===== src/hdl/drbg_pkg.sv =====
package drbg_pkg;

    ////////////////////////////////////////////////////////////////////////////
    // widths and value types
    ////////////////////////////////////////////////////////////////////////////

    localparam int WORD_W = 64;
    localparam int BUS_W  = 32;
    localparam int ADDR_W = 3;

    // K, V, seed halves joined, tag
    typedef logic [WORD_W-1:0] word_t;
    // wishbone data word
    typedef logic [BUS_W-1:0]  bus_t;
    // register word address
    typedef logic [ADDR_W-1:0] reg_addr_t;
    // prf round index
    typedef logic [2:0]        round_t;

    // controller steps, init walks MIX_*, next walks GEN_V/UPD_*
    typedef enum logic [2:0] {
        IDLE,
        MIX_K,
        MIX_V,
        GEN_V,
        UPD_K,
        UPD_V
    } drbg_state_e;

    // source of the prf message
    typedef enum logic [1:0] {
        SEL_V_XOR_SEED,
        SEL_V,
        SEL_V_INV
    } prf_sel_e;

    ////////////////////////////////////////////////////////////////////////////
    // prf constants
    ////////////////////////////////////////////////////////////////////////////

    localparam int    PRF_ROUNDS = 8;
    localparam int    ROT_AMT    = 13;
    localparam word_t K_INIT     = '0;
    localparam word_t V_INIT     = 64'h0101_0101_0101_0101;

    // one constant per round, indexed by round_t
    localparam word_t ROUND_CONST [PRF_ROUNDS] = '{
        64'h428a_2f98_d728_ae22,
        64'h7137_4491_23ef_65cd,
        64'hb5c0_fbcf_ec4d_3b2f,
        64'he9b5_dba5_8189_dbbc,
        64'h3956_c25b_f348_b538,
        64'h59f1_11f1_b605_d019,
        64'h923f_82a4_af19_4f9b,
        64'hab1c_5ed5_da6d_8118
    };

    ////////////////////////////////////////////////////////////////////////////
    // register map
    ////////////////////////////////////////////////////////////////////////////

    localparam reg_addr_t ADDR_CTRL     = 3'd0;
    localparam reg_addr_t ADDR_STATUS   = 3'd1;
    localparam reg_addr_t ADDR_ENT_LO   = 3'd2;
    localparam reg_addr_t ADDR_ENT_HI   = 3'd3;
    localparam reg_addr_t ADDR_NONCE_LO = 3'd4;
    localparam reg_addr_t ADDR_NONCE_HI = 3'd5;
    localparam reg_addr_t ADDR_TAG_LO   = 3'd6;
    localparam reg_addr_t ADDR_TAG_HI   = 3'd7;

    // ctrl write bits
    localparam int CTRL_INIT_BIT    = 0;
    localparam int CTRL_NEXT_BIT    = 1;
    localparam int CTRL_ZEROIZE_BIT = 2;

    // status read bits
    localparam int STAT_READY_BIT = 0;
    localparam int STAT_VALID_BIT = 1;

endpackage


===== src/hdl/prf_if.sv =====
`timescale 1ns/1ns

// handshake between controller and prf datapath
interface prf_if;
    import drbg_pkg::*;

    // one-cycle request, only taken while core idle
    logic  start;
    // key must hold for the whole evaluation
    word_t key;
    // message, sampled on start only
    word_t msg;
    // one-cycle completion pulse
    logic  done;
    // valid from done until the next start
    word_t result;

    modport ctrl (
        output start,
        output key,
        output msg,
        input  done,
        input  result
    );

    modport core (
        input  start,
        input  key,
        input  msg,
        output done,
        output result
    );

endinterface


===== src/hdl/round_counter.sv =====
`timescale 1ns/1ns

module round_counter (
    input  logic             clk,
    input  logic             rst_n,
    input  logic             clear,
    input  logic             enable,
    output drbg_pkg::round_t round,
    output logic             last
);
    import drbg_pkg::*;

    round_t count;

    // final round of one evaluation
    assign last  = (count == round_t'(PRF_ROUNDS - 1));
    assign round = count;

    always_ff @(posedge clk or negedge rst_n)
    begin
        if (!rst_n)
        begin
            count <= '0;
        end
        else if (clear)
        begin
            // restart at round zero on a new evaluation
            count <= '0;
        end
        else if (enable)
        begin
            // wrap back after the last round
            if (last)
            begin
                count <= '0;
            end
            else
            begin
                count <= count + round_t'(1);
            end
        end
    end

endmodule


===== src/hdl/prf_core.sv =====
`timescale 1ns/1ns

module prf_core (
    input logic clk,
    input logic rst_n,
    input logic zeroize,
    prf_if.core prf
);
    import drbg_pkg::*;

    logic   busy;
    logic   done_q;
    logic   accept;
    logic   last;
    round_t round;
    word_t  state;
    word_t  sum;
    word_t  rot;
    word_t  round_out;

    ////////////////////////////////////////////////////////////////////////////
    // round function
    ////////////////////////////////////////////////////////////////////////////

    // start only counts while idle
    assign accept = prf.start && !busy;

    // add key, rotate left, mix in the round constant
    assign sum       = state + prf.key;
    assign rot       = (sum << ROT_AMT) | (sum >> (WORD_W - ROT_AMT));
    assign round_out = rot ^ ROUND_CONST[round];

    round_counter u_round_counter (
        .clk    (clk),
        .rst_n  (rst_n),
        .clear  (accept || zeroize),
        .enable (busy),
        .round  (round),
        .last   (last)
    );

    ////////////////////////////////////////////////////////////////////////////
    // state register and handshake
    ////////////////////////////////////////////////////////////////////////////

    always_ff @(posedge clk or negedge rst_n)
    begin
        if (!rst_n)
        begin
            busy   <= 1'b0;
            done_q <= 1'b0;
            state  <= '0;
        end
        else if (zeroize)
        begin
            // abort, drop any partial value
            busy   <= 1'b0;
            done_q <= 1'b0;
            state  <= '0;
        end
        else
        begin
            done_q <= 1'b0;
            if (accept)
            begin
                // whitening of the message with the key
                state <= prf.msg ^ prf.key;
                busy  <= 1'b1;
            end
            else if (busy)
            begin
                state <= round_out;
                // 8 rounds then a single done pulse
                if (last)
                begin
                    busy   <= 1'b0;
                    done_q <= 1'b1;
                end
            end
        end
    end

    // state holds after the last round, so result stays valid
    assign prf.done   = done_q;
    assign prf.result = state;

endmodule


===== src/hdl/drbg_state.sv =====
`timescale 1ns/1ns

module drbg_state (
    input  logic            clk,
    input  logic            rst_n,
    input  logic            zeroize,
    input  logic            clear_kv,
    input  logic            load_k,
    input  logic            load_v,
    input  logic            capture_tag,
    input  drbg_pkg::word_t result,
    output drbg_pkg::word_t k,
    output drbg_pkg::word_t v,
    output drbg_pkg::word_t tag,
    output logic            tag_valid,
    output logic            instantiated
);
    import drbg_pkg::*;

    ////////////////////////////////////////////////////////////////////////////
    // key and chain value
    ////////////////////////////////////////////////////////////////////////////

    always_ff @(posedge clk or negedge rst_n)
    begin
        if (!rst_n)
        begin
            k            <= '0;
            v            <= '0;
            instantiated <= 1'b0;
        end
        else if (zeroize)
        begin
            k            <= '0;
            v            <= '0;
            instantiated <= 1'b0;
        end
        else if (clear_kv)
        begin
            // start constants ahead of the seed mix
            k            <= K_INIT;
            v            <= V_INIT;
            instantiated <= 1'b1;
        end
        else
        begin
            if (load_k)
            begin
                k <= result;
            end
            if (load_v)
            begin
                v <= result;
            end
        end
    end

    ////////////////////////////////////////////////////////////////////////////
    // output tag
    ////////////////////////////////////////////////////////////////////////////

    // capture_tag spans the whole generate step
    // first cycle drops valid, the closing load_v takes the new tag
    always_ff @(posedge clk or negedge rst_n)
    begin
        if (!rst_n)
        begin
            tag       <= '0;
            tag_valid <= 1'b0;
        end
        else if (zeroize)
        begin
            tag       <= '0;
            tag_valid <= 1'b0;
        end
        else if (clear_kv)
        begin
            // a new init voids the old tag
            tag_valid <= 1'b0;
        end
        else if (capture_tag)
        begin
            if (load_v)
            begin
                tag       <= result;
                tag_valid <= 1'b1;
            end
            else
            begin
                tag_valid <= 1'b0;
            end
        end
    end

endmodule


===== src/hdl/drbg_ctrl.sv =====
`timescale 1ns/1ns

module drbg_ctrl (
    input  logic            clk,
    input  logic            rst_n,
    input  logic            init_cmd,
    input  logic            next_cmd,
    input  logic            zeroize,
    input  drbg_pkg::word_t seed,
    input  logic            instantiated,
    input  drbg_pkg::word_t k,
    input  drbg_pkg::word_t v,
    prf_if.ctrl             prf,
    output logic            load_k,
    output logic            load_v,
    output logic            clear_kv,
    output logic            capture_tag,
    output logic            ready
);
    import drbg_pkg::*;

    drbg_state_e state;
    prf_sel_e    sel;
    logic        start_q;

    ////////////////////////////////////////////////////////////////////////////
    // message mux
    ////////////////////////////////////////////////////////////////////////////

    always_comb
    begin
        case (state)
            MIX_K:   sel = SEL_V_XOR_SEED;
            UPD_K:   sel = SEL_V_INV;
            default: sel = SEL_V;
        endcase
    end

    always_comb
    begin
        case (sel)
            SEL_V_XOR_SEED: prf.msg = v ^ seed;
            SEL_V_INV:      prf.msg = ~v;
            default:        prf.msg = v;
        endcase
    end

    // K stays put during an evaluation, loads only on done
    assign prf.key   = k;
    assign prf.start = start_q;

    // register strobes, all tied to the done pulse
    assign load_k      = prf.done && (state == MIX_K || state == UPD_K);
    assign load_v      = prf.done && (state == MIX_V || state == GEN_V || state == UPD_V);
    assign capture_tag = (state == GEN_V);
    assign clear_kv    = (state == IDLE) && init_cmd && !zeroize;
    assign ready       = (state == IDLE);

    ////////////////////////////////////////////////////////////////////////////
    // sequencing
    ////////////////////////////////////////////////////////////////////////////

    always_ff @(posedge clk or negedge rst_n)
    begin
        if (!rst_n)
        begin
            state   <= IDLE;
            start_q <= 1'b0;
        end
        else if (zeroize)
        begin
            state   <= IDLE;
            start_q <= 1'b0;
        end
        else
        begin
            // start is a pulse on entry to each prf step
            start_q <= 1'b0;
            case (state)
                IDLE:
                begin
                    if (init_cmd)
                    begin
                        state   <= MIX_K;
                        start_q <= 1'b1;
                    end
                    else if (next_cmd && instantiated)
                    begin
                        state   <= GEN_V;
                        start_q <= 1'b1;
                    end
                end
                MIX_K:
                begin
                    if (prf.done)
                    begin
                        state   <= MIX_V;
                        start_q <= 1'b1;
                    end
                end
                GEN_V:
                begin
                    if (prf.done)
                    begin
                        state   <= UPD_K;
                        start_q <= 1'b1;
                    end
                end
                UPD_K:
                begin
                    if (prf.done)
                    begin
                        state   <= UPD_V;
                        start_q <= 1'b1;
                    end
                end
                // last V update of init or next
                MIX_V, UPD_V:
                begin
                    if (prf.done)
                    begin
                        state <= IDLE;
                    end
                end
                default:
                begin
                    state <= IDLE;
                end
            endcase
        end
    end

endmodule


===== src/hdl/wb_regs.sv =====
`timescale 1ns/1ns

module wb_regs (
    input  logic                 clk,
    input  logic                 rst_n,
    input  logic                 cyc,
    input  logic                 stb,
    input  logic                 we,
    input  drbg_pkg::reg_addr_t  adr,
    input  drbg_pkg::bus_t       dat_w,
    input  logic [3:0]           sel,
    output drbg_pkg::bus_t       dat_r,
    output logic                 ack,
    output logic                 init_cmd,
    output logic                 next_cmd,
    output logic                 zeroize,
    output drbg_pkg::word_t      seed,
    input  logic                 ready,
    input  logic                 tag_valid,
    input  drbg_pkg::word_t      tag
);
    import drbg_pkg::*;

    logic req;
    logic wr_en;
    logic ctrl_wr;
    bus_t ent_lo;
    bus_t ent_hi;
    bus_t nonce_lo;
    bus_t nonce_hi;
    bus_t rd_data;

    ////////////////////////////////////////////////////////////////////////////
    // bus handshake
    ////////////////////////////////////////////////////////////////////////////

    // new access, ack forces a gap cycle afterwards
    assign req = cyc && stb && !ack;
    // sel only as all-or-nothing
    assign wr_en   = req && we && (|sel);
    assign ctrl_wr = wr_en && (adr == ADDR_CTRL);

    always_ff @(posedge clk or negedge rst_n)
    begin
        if (!rst_n)
        begin
            ack <= 1'b0;
        end
        else
        begin
            ack <= req;
        end
    end

    ////////////////////////////////////////////////////////////////////////////
    // seed registers
    ////////////////////////////////////////////////////////////////////////////

    always_ff @(posedge clk or negedge rst_n)
    begin
        if (!rst_n)
        begin
            ent_lo   <= '0;
            ent_hi   <= '0;
            nonce_lo <= '0;
            nonce_hi <= '0;
        end
        else if (wr_en)
        begin
            case (adr)
                ADDR_ENT_LO:   ent_lo   <= dat_w;
                ADDR_ENT_HI:   ent_hi   <= dat_w;
                ADDR_NONCE_LO: nonce_lo <= dat_w;
                ADDR_NONCE_HI: nonce_hi <= dat_w;
                default:       ;
            endcase
        end
    end

    assign seed = {ent_hi, ent_lo} ^ {nonce_hi, nonce_lo};

    // command pulses line up with ack
    // init with next in one write runs neither
    always_ff @(posedge clk or negedge rst_n)
    begin
        if (!rst_n)
        begin
            init_cmd <= 1'b0;
            next_cmd <= 1'b0;
            zeroize  <= 1'b0;
        end
        else
        begin
            init_cmd <= ctrl_wr && dat_w[CTRL_INIT_BIT] && !dat_w[CTRL_NEXT_BIT];
            next_cmd <= ctrl_wr && dat_w[CTRL_NEXT_BIT] && !dat_w[CTRL_INIT_BIT];
            zeroize  <= ctrl_wr && dat_w[CTRL_ZEROIZE_BIT];
        end
    end

    ////////////////////////////////////////////////////////////////////////////
    // read path
    ////////////////////////////////////////////////////////////////////////////

    always_comb
    begin
        rd_data = '0;
        case (adr)
            ADDR_STATUS:
            begin
                rd_data[STAT_READY_BIT] = ready;
                rd_data[STAT_VALID_BIT] = tag_valid;
            end
            ADDR_ENT_LO:   rd_data = ent_lo;
            ADDR_ENT_HI:   rd_data = ent_hi;
            ADDR_NONCE_LO: rd_data = nonce_lo;
            ADDR_NONCE_HI: rd_data = nonce_hi;
            ADDR_TAG_LO:   rd_data = tag[BUS_W-1:0];
            ADDR_TAG_HI:   rd_data = tag[WORD_W-1:BUS_W];
            // ctrl is write only
            default:       rd_data = '0;
        endcase
    end

    always_ff @(posedge clk or negedge rst_n)
    begin
        if (!rst_n)
        begin
            dat_r <= '0;
        end
        else if (req && !we)
        begin
            dat_r <= rd_data;
        end
    end

endmodule


===== src/hdl/drbg_top.sv =====
`timescale 1ns/1ns

module drbg_top (
    input  logic                clk,
    input  logic                rst_n,
    input  logic                cyc,
    input  logic                stb,
    input  logic                we,
    input  drbg_pkg::reg_addr_t adr,
    input  drbg_pkg::bus_t      dat_w,
    input  logic [3:0]          sel,
    output drbg_pkg::bus_t      dat_r,
    output logic                ack,
    output logic                ready,
    output logic                tag_valid,
    output drbg_pkg::word_t     tag
);
    import drbg_pkg::*;

    logic  init_cmd;
    logic  next_cmd;
    logic  zeroize;
    logic  instantiated;
    logic  load_k;
    logic  load_v;
    logic  clear_kv;
    logic  capture_tag;
    word_t seed;
    word_t k;
    word_t v;

    prf_if u_prf_if ();

    // bus side, command decode
    wb_regs u_wb_regs (
        .clk       (clk),
        .rst_n     (rst_n),
        .cyc       (cyc),
        .stb       (stb),
        .we        (we),
        .adr       (adr),
        .dat_w     (dat_w),
        .sel       (sel),
        .dat_r     (dat_r),
        .ack       (ack),
        .init_cmd  (init_cmd),
        .next_cmd  (next_cmd),
        .zeroize   (zeroize),
        .seed      (seed),
        .ready     (ready),
        .tag_valid (tag_valid),
        .tag       (tag)
    );

    drbg_ctrl u_drbg_ctrl (
        .clk          (clk),
        .rst_n        (rst_n),
        .init_cmd     (init_cmd),
        .next_cmd     (next_cmd),
        .zeroize      (zeroize),
        .seed         (seed),
        .instantiated (instantiated),
        .k            (k),
        .v            (v),
        .prf          (u_prf_if.ctrl),
        .load_k       (load_k),
        .load_v       (load_v),
        .clear_kv     (clear_kv),
        .capture_tag  (capture_tag),
        .ready        (ready)
    );

    drbg_state u_drbg_state (
        .clk          (clk),
        .rst_n        (rst_n),
        .zeroize      (zeroize),
        .clear_kv     (clear_kv),
        .load_k       (load_k),
        .load_v       (load_v),
        .capture_tag  (capture_tag),
        .result       (u_prf_if.result),
        .k            (k),
        .v            (v),
        .tag          (tag),
        .tag_valid    (tag_valid),
        .instantiated (instantiated)
    );

    prf_core u_prf_core (
        .clk     (clk),
        .rst_n   (rst_n),
        .zeroize (zeroize),
        .prf     (u_prf_if.core)
    );

endmodule


===== config.mk =====
export PLATFORM = sky130hd
export DESIGN_NAME = drbg_top
export DESIGN_NICKNAME = d
export VERILOG_FILES = /design/src/hdl/drbg_pkg.sv /design/src/hdl/prf_if.sv /design/src/hdl/round_counter.sv /design/src/hdl/prf_core.sv /design/src/hdl/drbg_state.sv /design/src/hdl/drbg_ctrl.sv /design/src/hdl/wb_regs.sv /design/src/hdl/drbg_top.sv
export SDC_FILE = /design/constraint.sdc
export NUM_CORES = 1
export LEC_CHECK = 0
export BUFFER_PORTS_ARGS = -buffer_cell sky130_fd_sc_hd__buf_2
export CAP_MARGIN = 20
export CORE_MARGIN = 10
export CORE_UTILIZATION = 40
export CTS_BUF_LIST = sky130_fd_sc_hd__clkbuf_8 sky130_fd_sc_hd__clkbuf_16
export CTS_CLUSTER_SIZE = 24
export DETAILED_ROUTE_END_ITERATION = 8
export PLACE_DENSITY = 0.64
export SYNTH_ARGS = -nofsm -noshare
export SYNTH_HDL_FRONTEND = slang
export SYNTH_HIERARCHICAL = 1
export SYNTH_SLANG_ARGS = --single-unit

===== constraint.sdc =====
create_clock -name clk -period 7.35 [get_ports clk]
set_input_delay 1.1025 -clock clk [delete_from_list [all_inputs] [get_ports clk]]
set_output_delay 1.1025 -clock clk [all_outputs]
set_load 0.1 [all_outputs]

# Word-level counts from Yosys, hierarchy flattened
# Memory sizes are Yosys's and may differ from the RTL's.
# Cells that the tools add are included.
# totals
regBits,431
mem_bits_rw,0
elab_cells,146
output_inout_bits,99
rom_bits,512
latchBits,0
n_memories,1
# classes
bitwise,7
n_eq_ne,20
add_sub_neg,2
n_reduce_logical,47
n_mul,0
div,0
magnitude_cmp,1
shift,0
mux,48
# mem_list
name,depth,word_bits,read_ports,rd_clocked_by_memory_dff,wr,line_no,source
(no name shown),8,64,1,0,0,prf_core.sv:31,assign round_out = rot ^ ROUND_CONST[round];
# ops
operator,n
$mux W64,14
$xor A64 B64 Y64,4
$pmux W30 S6,1
$pmux W64 S2,1
$add A64 B64 Y64,1
$not A64 Y64,1
$or A64 B13 Y64,1
$mux W3,10
$eq A3 B3 Y1 const B,7
$mux W1,18
$logic_and A1 B1 Y1,17
$pmux W3 S5,1
$pmux W2 S7,1
$eq A3 B2 Y1 const B,4
$reduce_bool A3 Y1,4
$ne A3 B2 Y1 const B,3
$reduce_and A2 Y1,4
$reduce_bool A2 Y1,4
$eq A3 B1 Y1 const B,2
$logic_not A1 Y1,6
$logic_not A3 Y1,2
$reduce_and A5 Y1,1
$ge A4 B4 Y1 const B,1
$logic_or A1 B1 Y1,4
other kinds (13),13

# Logic depth before layout (Yosys ltp)
# depth
depth_word,8
ltp_mapped,14
ltp_nobuf,13

# Cells and area by module
# Netlist, hierarchy kept.
# by_module_without_submodules
module,cells_per_inst,area_each_um2,n_inst
drbg_state,699,8391.8,1
wb_regs,658,8285.4,1
prf_core,1028,8065.2,1
drbg_ctrl,245,2008.2,1
round_counter,12,151.4,1

# Least setup slack after synthesis
# No wires, ideal clock.
# synth_timing
path_kind,register to register
from,register u_drbg_state.k[0]
to,register u_prf_core.state[51] (netlist: u_prf_core/prf.result[51])
period_less_slack_ps,3149
slack_ps,4201
arrival_time_ps,3020
stages_incl_launch_ff,15
n_path_buf,1
path_cell_list,dfrtp_1 > buf_4 > ha_1 > inv_1 > fa_1 > and2b_1 > o2111ai_1 > a21oi_2 > a41oi_2 > o41ai_4 > a41o_1 > a41oi_2 > o21ai_1 > xnor2_1 > o21ai_1
# synth_between
elab_chain_cells,6
# synth_lines
element,line_no,source
start: declaration,drbg_state.sv:12,"output drbg_pkg::word_t k,"
start signal: assignment,drbg_state.sv:49,k <= result;
$add A64 B64 Y64,prf_core.sv:29,assign sum = state + prf.key;
$or A64 B13 Y64,prf_core.sv:30,assign rot = (sum << ROT_AMT) | (sum >> (WORD_W - ROT_AMT));
$xor A64 B64 Y64,prf_core.sv:31,
$mux W64,prf_core.sv:70,else if (busy)
$mux W64,prf_core.sv:64,if (accept)
$mux W64,prf_core.sv:54,else if (zeroize)
end signal: assignment,prf_core.sv:67,state <= prf.msg ^ prf.key;
end signal: assignment,prf_core.sv:72,state <= round_out;
end: declaration,prf_core.sv:16,word_t state;
# Every way passes these cells. The select of a mux whose other input is x is not followed.
# A chain may end at the register's enable or synchronous reset.

# Worst setup path after layout
# layout_timing
from,register u_prf_core.state[0] (netlist: u_prf_core/prf.result[0])
to,register u_prf_core.state[5] (netlist: u_prf_core/prf.result[5])
# layout_between
elab_chain_cells,6
# layout_lines
element,line_no
$add A64 B64 Y64,prf_core.sv:29
$or A64 B13 Y64,prf_core.sv:30
$xor A64 B64 Y64,prf_core.sv:31
$mux W64,prf_core.sv:70
$mux W64,prf_core.sv:64
$mux W64,prf_core.sv:54
# Every way passes these cells. The select of a mux whose other input is x is not followed.

==> impl_metrics.ini <==
[worst_setup_path]
required_ps = 7810
ff2ff_path_depth = 13
regToRegStartpoint = u_prf_core/prf.result[0]$_DFFE_PN0P_
r2r_setup_slack_ps = 3270
cp_max_fo = 7
cp-startpoint = u_prf_core/prf.result[0]$_DFFE_PN0P_
setup.worst_path.start_class = flop
crit_arrival_ps = 4540
r2r_end = u_prf_core/prf.result[5]$_DFFE_PN0P_
timing_worst_setup_path_type = flop to flop
end_kind = flop

[placed_design]
gp_congestion = 1.03
port_buffers = 142
dpl.hpwl_mm = 68.3
placed_cells = 3449

[clocking]
h-tree-depth = 2
clk_pin_slew_worst_paths_ps = 60
cts_setup_buffers = 0
cts.hold.buffers_added = 0
clk_root_buffer_cell = clkbuf_16
cts_tree = yes
insertion_delay_ps = 620
ctsResizeCount = 0
cts_sinks = 431
numCtsBuffers = 49
cts_buffer_depth = 3

[drt]
drt_first_pass_iters = 5
drtIter0Drc = 2012
antenna_left = 0
wl_met3_mm = 6.81
m1WireLength_mm = 41.3
totalWireLength_mm = 93.2
routed-wl-met2_mm = 42.2
topRoutingLayerUsed = met5
wire_per_inst_um = 26.3
drc_errors = 0
viasPerCell = 5.84
num_vias = 20669

[yosys]
synthArstFlopShare_pct = 100
yosysWarnings = 6
synth_flop_cell = dfrtp_1
netlist_instances = 2642
yosysUniqueCellTypes = 87
synth_area_leader_cell = dfrtp_1
synth.top_cell.area_share_pct = 40.1
synth_edf_count = 0
synth_seq_cells = 431
postSynthAreaPerCell_um2 = 10.2
ys_seq_area_share_pct = 40.1
syn-cell-area_um2 = 26900
synth.top_cells.by_area = dfrtp_1 40%, mux2i_1 8.5%, xnor2_1 6.1%
syn-num-nets = 2758

[pwr]
p_seq_share_pct = 34.3
p_per_area_nw_per_um2 = 319
clkPwrFrac_pct = 27.4
switchingPower_mw = 3.92
switching_share_pct = 42.0
power_frac_comb_pct = 38.3
internal-power_mw = 5.41
leakagePower_nw = 13.5
peakVddDrop_mv = 0.207

[cells_and_area]
multi_input_area_um2 = 14600
regArea_um2 = 10800
final_cells = 3541
drive_above_1_share_pct = 18.0
diodes = 0
fillerInstances = 6356
area_growth_pct = 8.73
nets = 2743

[sta]
rsz0062_at_grt = false
holdWs_ps = 472
clock.fmax_ghz = 0.245
period_share_pct = 55.5
fin_worst_skew_ps = 34.6
final.min_clock_period_ps = 4080
hold_viol = 0
setup_viol = 0
finalSetupTns_ps = 0
slew_viol_final = 0
relSlewSlack_pct = 23.4
worst_pin_slew_ps = 1150

[global_routing]
track_usage_pct = 23.4
grt_pass1_vias = 20512
grt_max_degree = 127
grt-ovfl-total = 0
grt_pass1_wl_mm = 139
antenna_found_initial = 3

[die]
die-area_um2 = 78000
die_height_um = 279
fp-row-count = 95
core_area_um2 = 66900
io_pins = 143
die_x_um = 279
start_util_pct = 40.2

[worst_hold_path]
worstHoldStart = u_wb_regs/dat_r[17]$_DFFE_PN0P_
hold_end = u_wb_regs/dat_r[17]$_DFFE_PN0P_
hold_path_depth = 2
min_path_type = flop to flop

[run_status]
status = finished clean

[job]
maxCapViolCount = 0
[power by group through the flow]
stage,Clock [mW],Sequential (mW),Combinational (mW)
finish,2.56,3.20,3.57
global route,2.69,3.24,3.75
CTS,2.60,3.18,3.52
detailed placement,0,3.22,3.50
global placement,0,3.19,3.52
floorplan,0,3.18,2.17
[worst max-delay path, stage by stage (launching register included)]
cell and delay (ps):
dfrtp_1 420, ha_1 270, inv_1 70, fa_1 400, and2b_1 230, o2111ai_1 200, a21oi_2 280, a41oi_2 230
o41ai_4 670, a21oi_4 200, o21ai_2 220, a31oi_1 130, xnor2_1 480, o21ai_0 140
[worst max-delay path by stage]
stage,end,slack (ps),cells after the start
final,u_prf_core/prf.result[5]$_DFFE_PN0P_,3270,13
after global routing,u_prf_core/prf.result[5]$_DFFE_PN0P_,3200,13
after CTS,u_prf_core/prf.result[9]$_DFFE_PN0P_,3410,13
after detailed placement,u_wb_regs/ent_hi[25]$_DFFE_PN0P_,3380,6
after global placement,u_prf_core/prf.result[9]$_DFFE_PN0P_,3470,13
after floorplan,u_prf_core/prf.result[51]$_DFFE_PN0P_,4200,14
[through the flow]
stage / area [µm²] / setup WS, ps / power, mW / util (%)
after floorplan: 26900 / 4200 / 5.35 / -
after global placement: 27500 / 3470 / 6.71 / 41.2
after detailed placement: 27600 / 3380 / 6.72 / 41.2
after CTS: 29200 / 3410 / 9.31 / 43.7
after global routing: 29200 / 3200 / 9.69 / 43.7
final: 29200 / 3270 / 9.32 / 43.7
[cell type report]
| cell class | count | area share, % |
|---|---|---|
| Multi-Input combinational cell | 1949 | 50.0 |
| Sequential cell | 431 | 36.9 |
| Clock buffer | 60 | 4.71 |
| Inverter | 25 | 0.321 |
| Timing Repair Buffer | 171 | 3.29 |
| Tap cell | 873 | 3.73 |
| Clock inverter | 32 | 1.06 |
[layout by cell type (no fill, tap or decap), types with 119 or more instances in the layout]
cell,synthesis,routed
dfrtp_1,431,430
nand2b_1,143,143
mux2i_1,229,229
o21ai_0,129,129
mux2_2,119,119
a21oi_1,139,139
xor2_1,130,130
nor2_1,228,227
nand2_1,127,126
xnor2_1,188,188
buf_2,41,140
[logic make-up after synthesis]
group	after synthesis	share of synthesized area (%)
AO/OA/AOI/OAI	587	14.9
XOR/XNOR	318	10.4
adder cells (fa/ha/maj)	72	3.38
buffers and inverters	262	5.80
flip-flops	431	40.1
multiplexers	360	14.2
AND/OR/NAND/NOR	612	11.3
[synthesized netlist by cell type, types with 5 or more instances]
master    number
buf_2         41
o211ai_1       7
xor2_1       130
nand2_1      127
nand2b_1     143
o21ai_1        7
a21oi_2       53
o21a_1         6
a221oi_1      29
nand4_1       18
mux2_2       119
mux2i_1      229
nor3b_1        6
o21bai_1      14
a22oi_1       33
clkbuf_1      82
nor2b_1       14
mux2_4        11
a31oi_1       10
nand3_1       12
a21o_1        51
nand3b_1       7
and2_1         6
a22o_1        57
ha_1          71
xnor2_1      188
inv_1         25
dfrtp_1      431
buf_4         74
o21ai_0      129
buf_6         33
buf_1          6
nor2_1       228
and3_1         6
a21oi_1      139
nor3_1        12
a211oi_1      12
a21boi_0       5
[registers in the layout, indices dropped and copies added, names as in the netlist, 3 cells and up]
| register | cells |
|---|---|
| u_drbg_state/k | 64 |
| u_drbg_state/tag | 64 |
| u_drbg_state/v | 64 |
| u_prf_core/prf.result | 64 |
| u_wb_regs/dat_r | 32 |
| u_wb_regs/ent_hi | 32 |
| u_wb_regs/ent_lo | 32 |
| u_wb_regs/nonce_hi | 32 |
| u_wb_regs/nonce_lo | 32 |
| u_drbg_ctrl/state | 3 |
| u_prf_core/u_round_counter/round | 3 |
[per-layer routing]
metal | track usage [%] | vias up
met3 | 4.82 | 151
met5 | 0 | -
met2 | 36.7 | 786
met4 | 6.83 | 6
li1 | - | 9173
met1 | 32.0 | 10553
(Power assumes the default switching activity.)
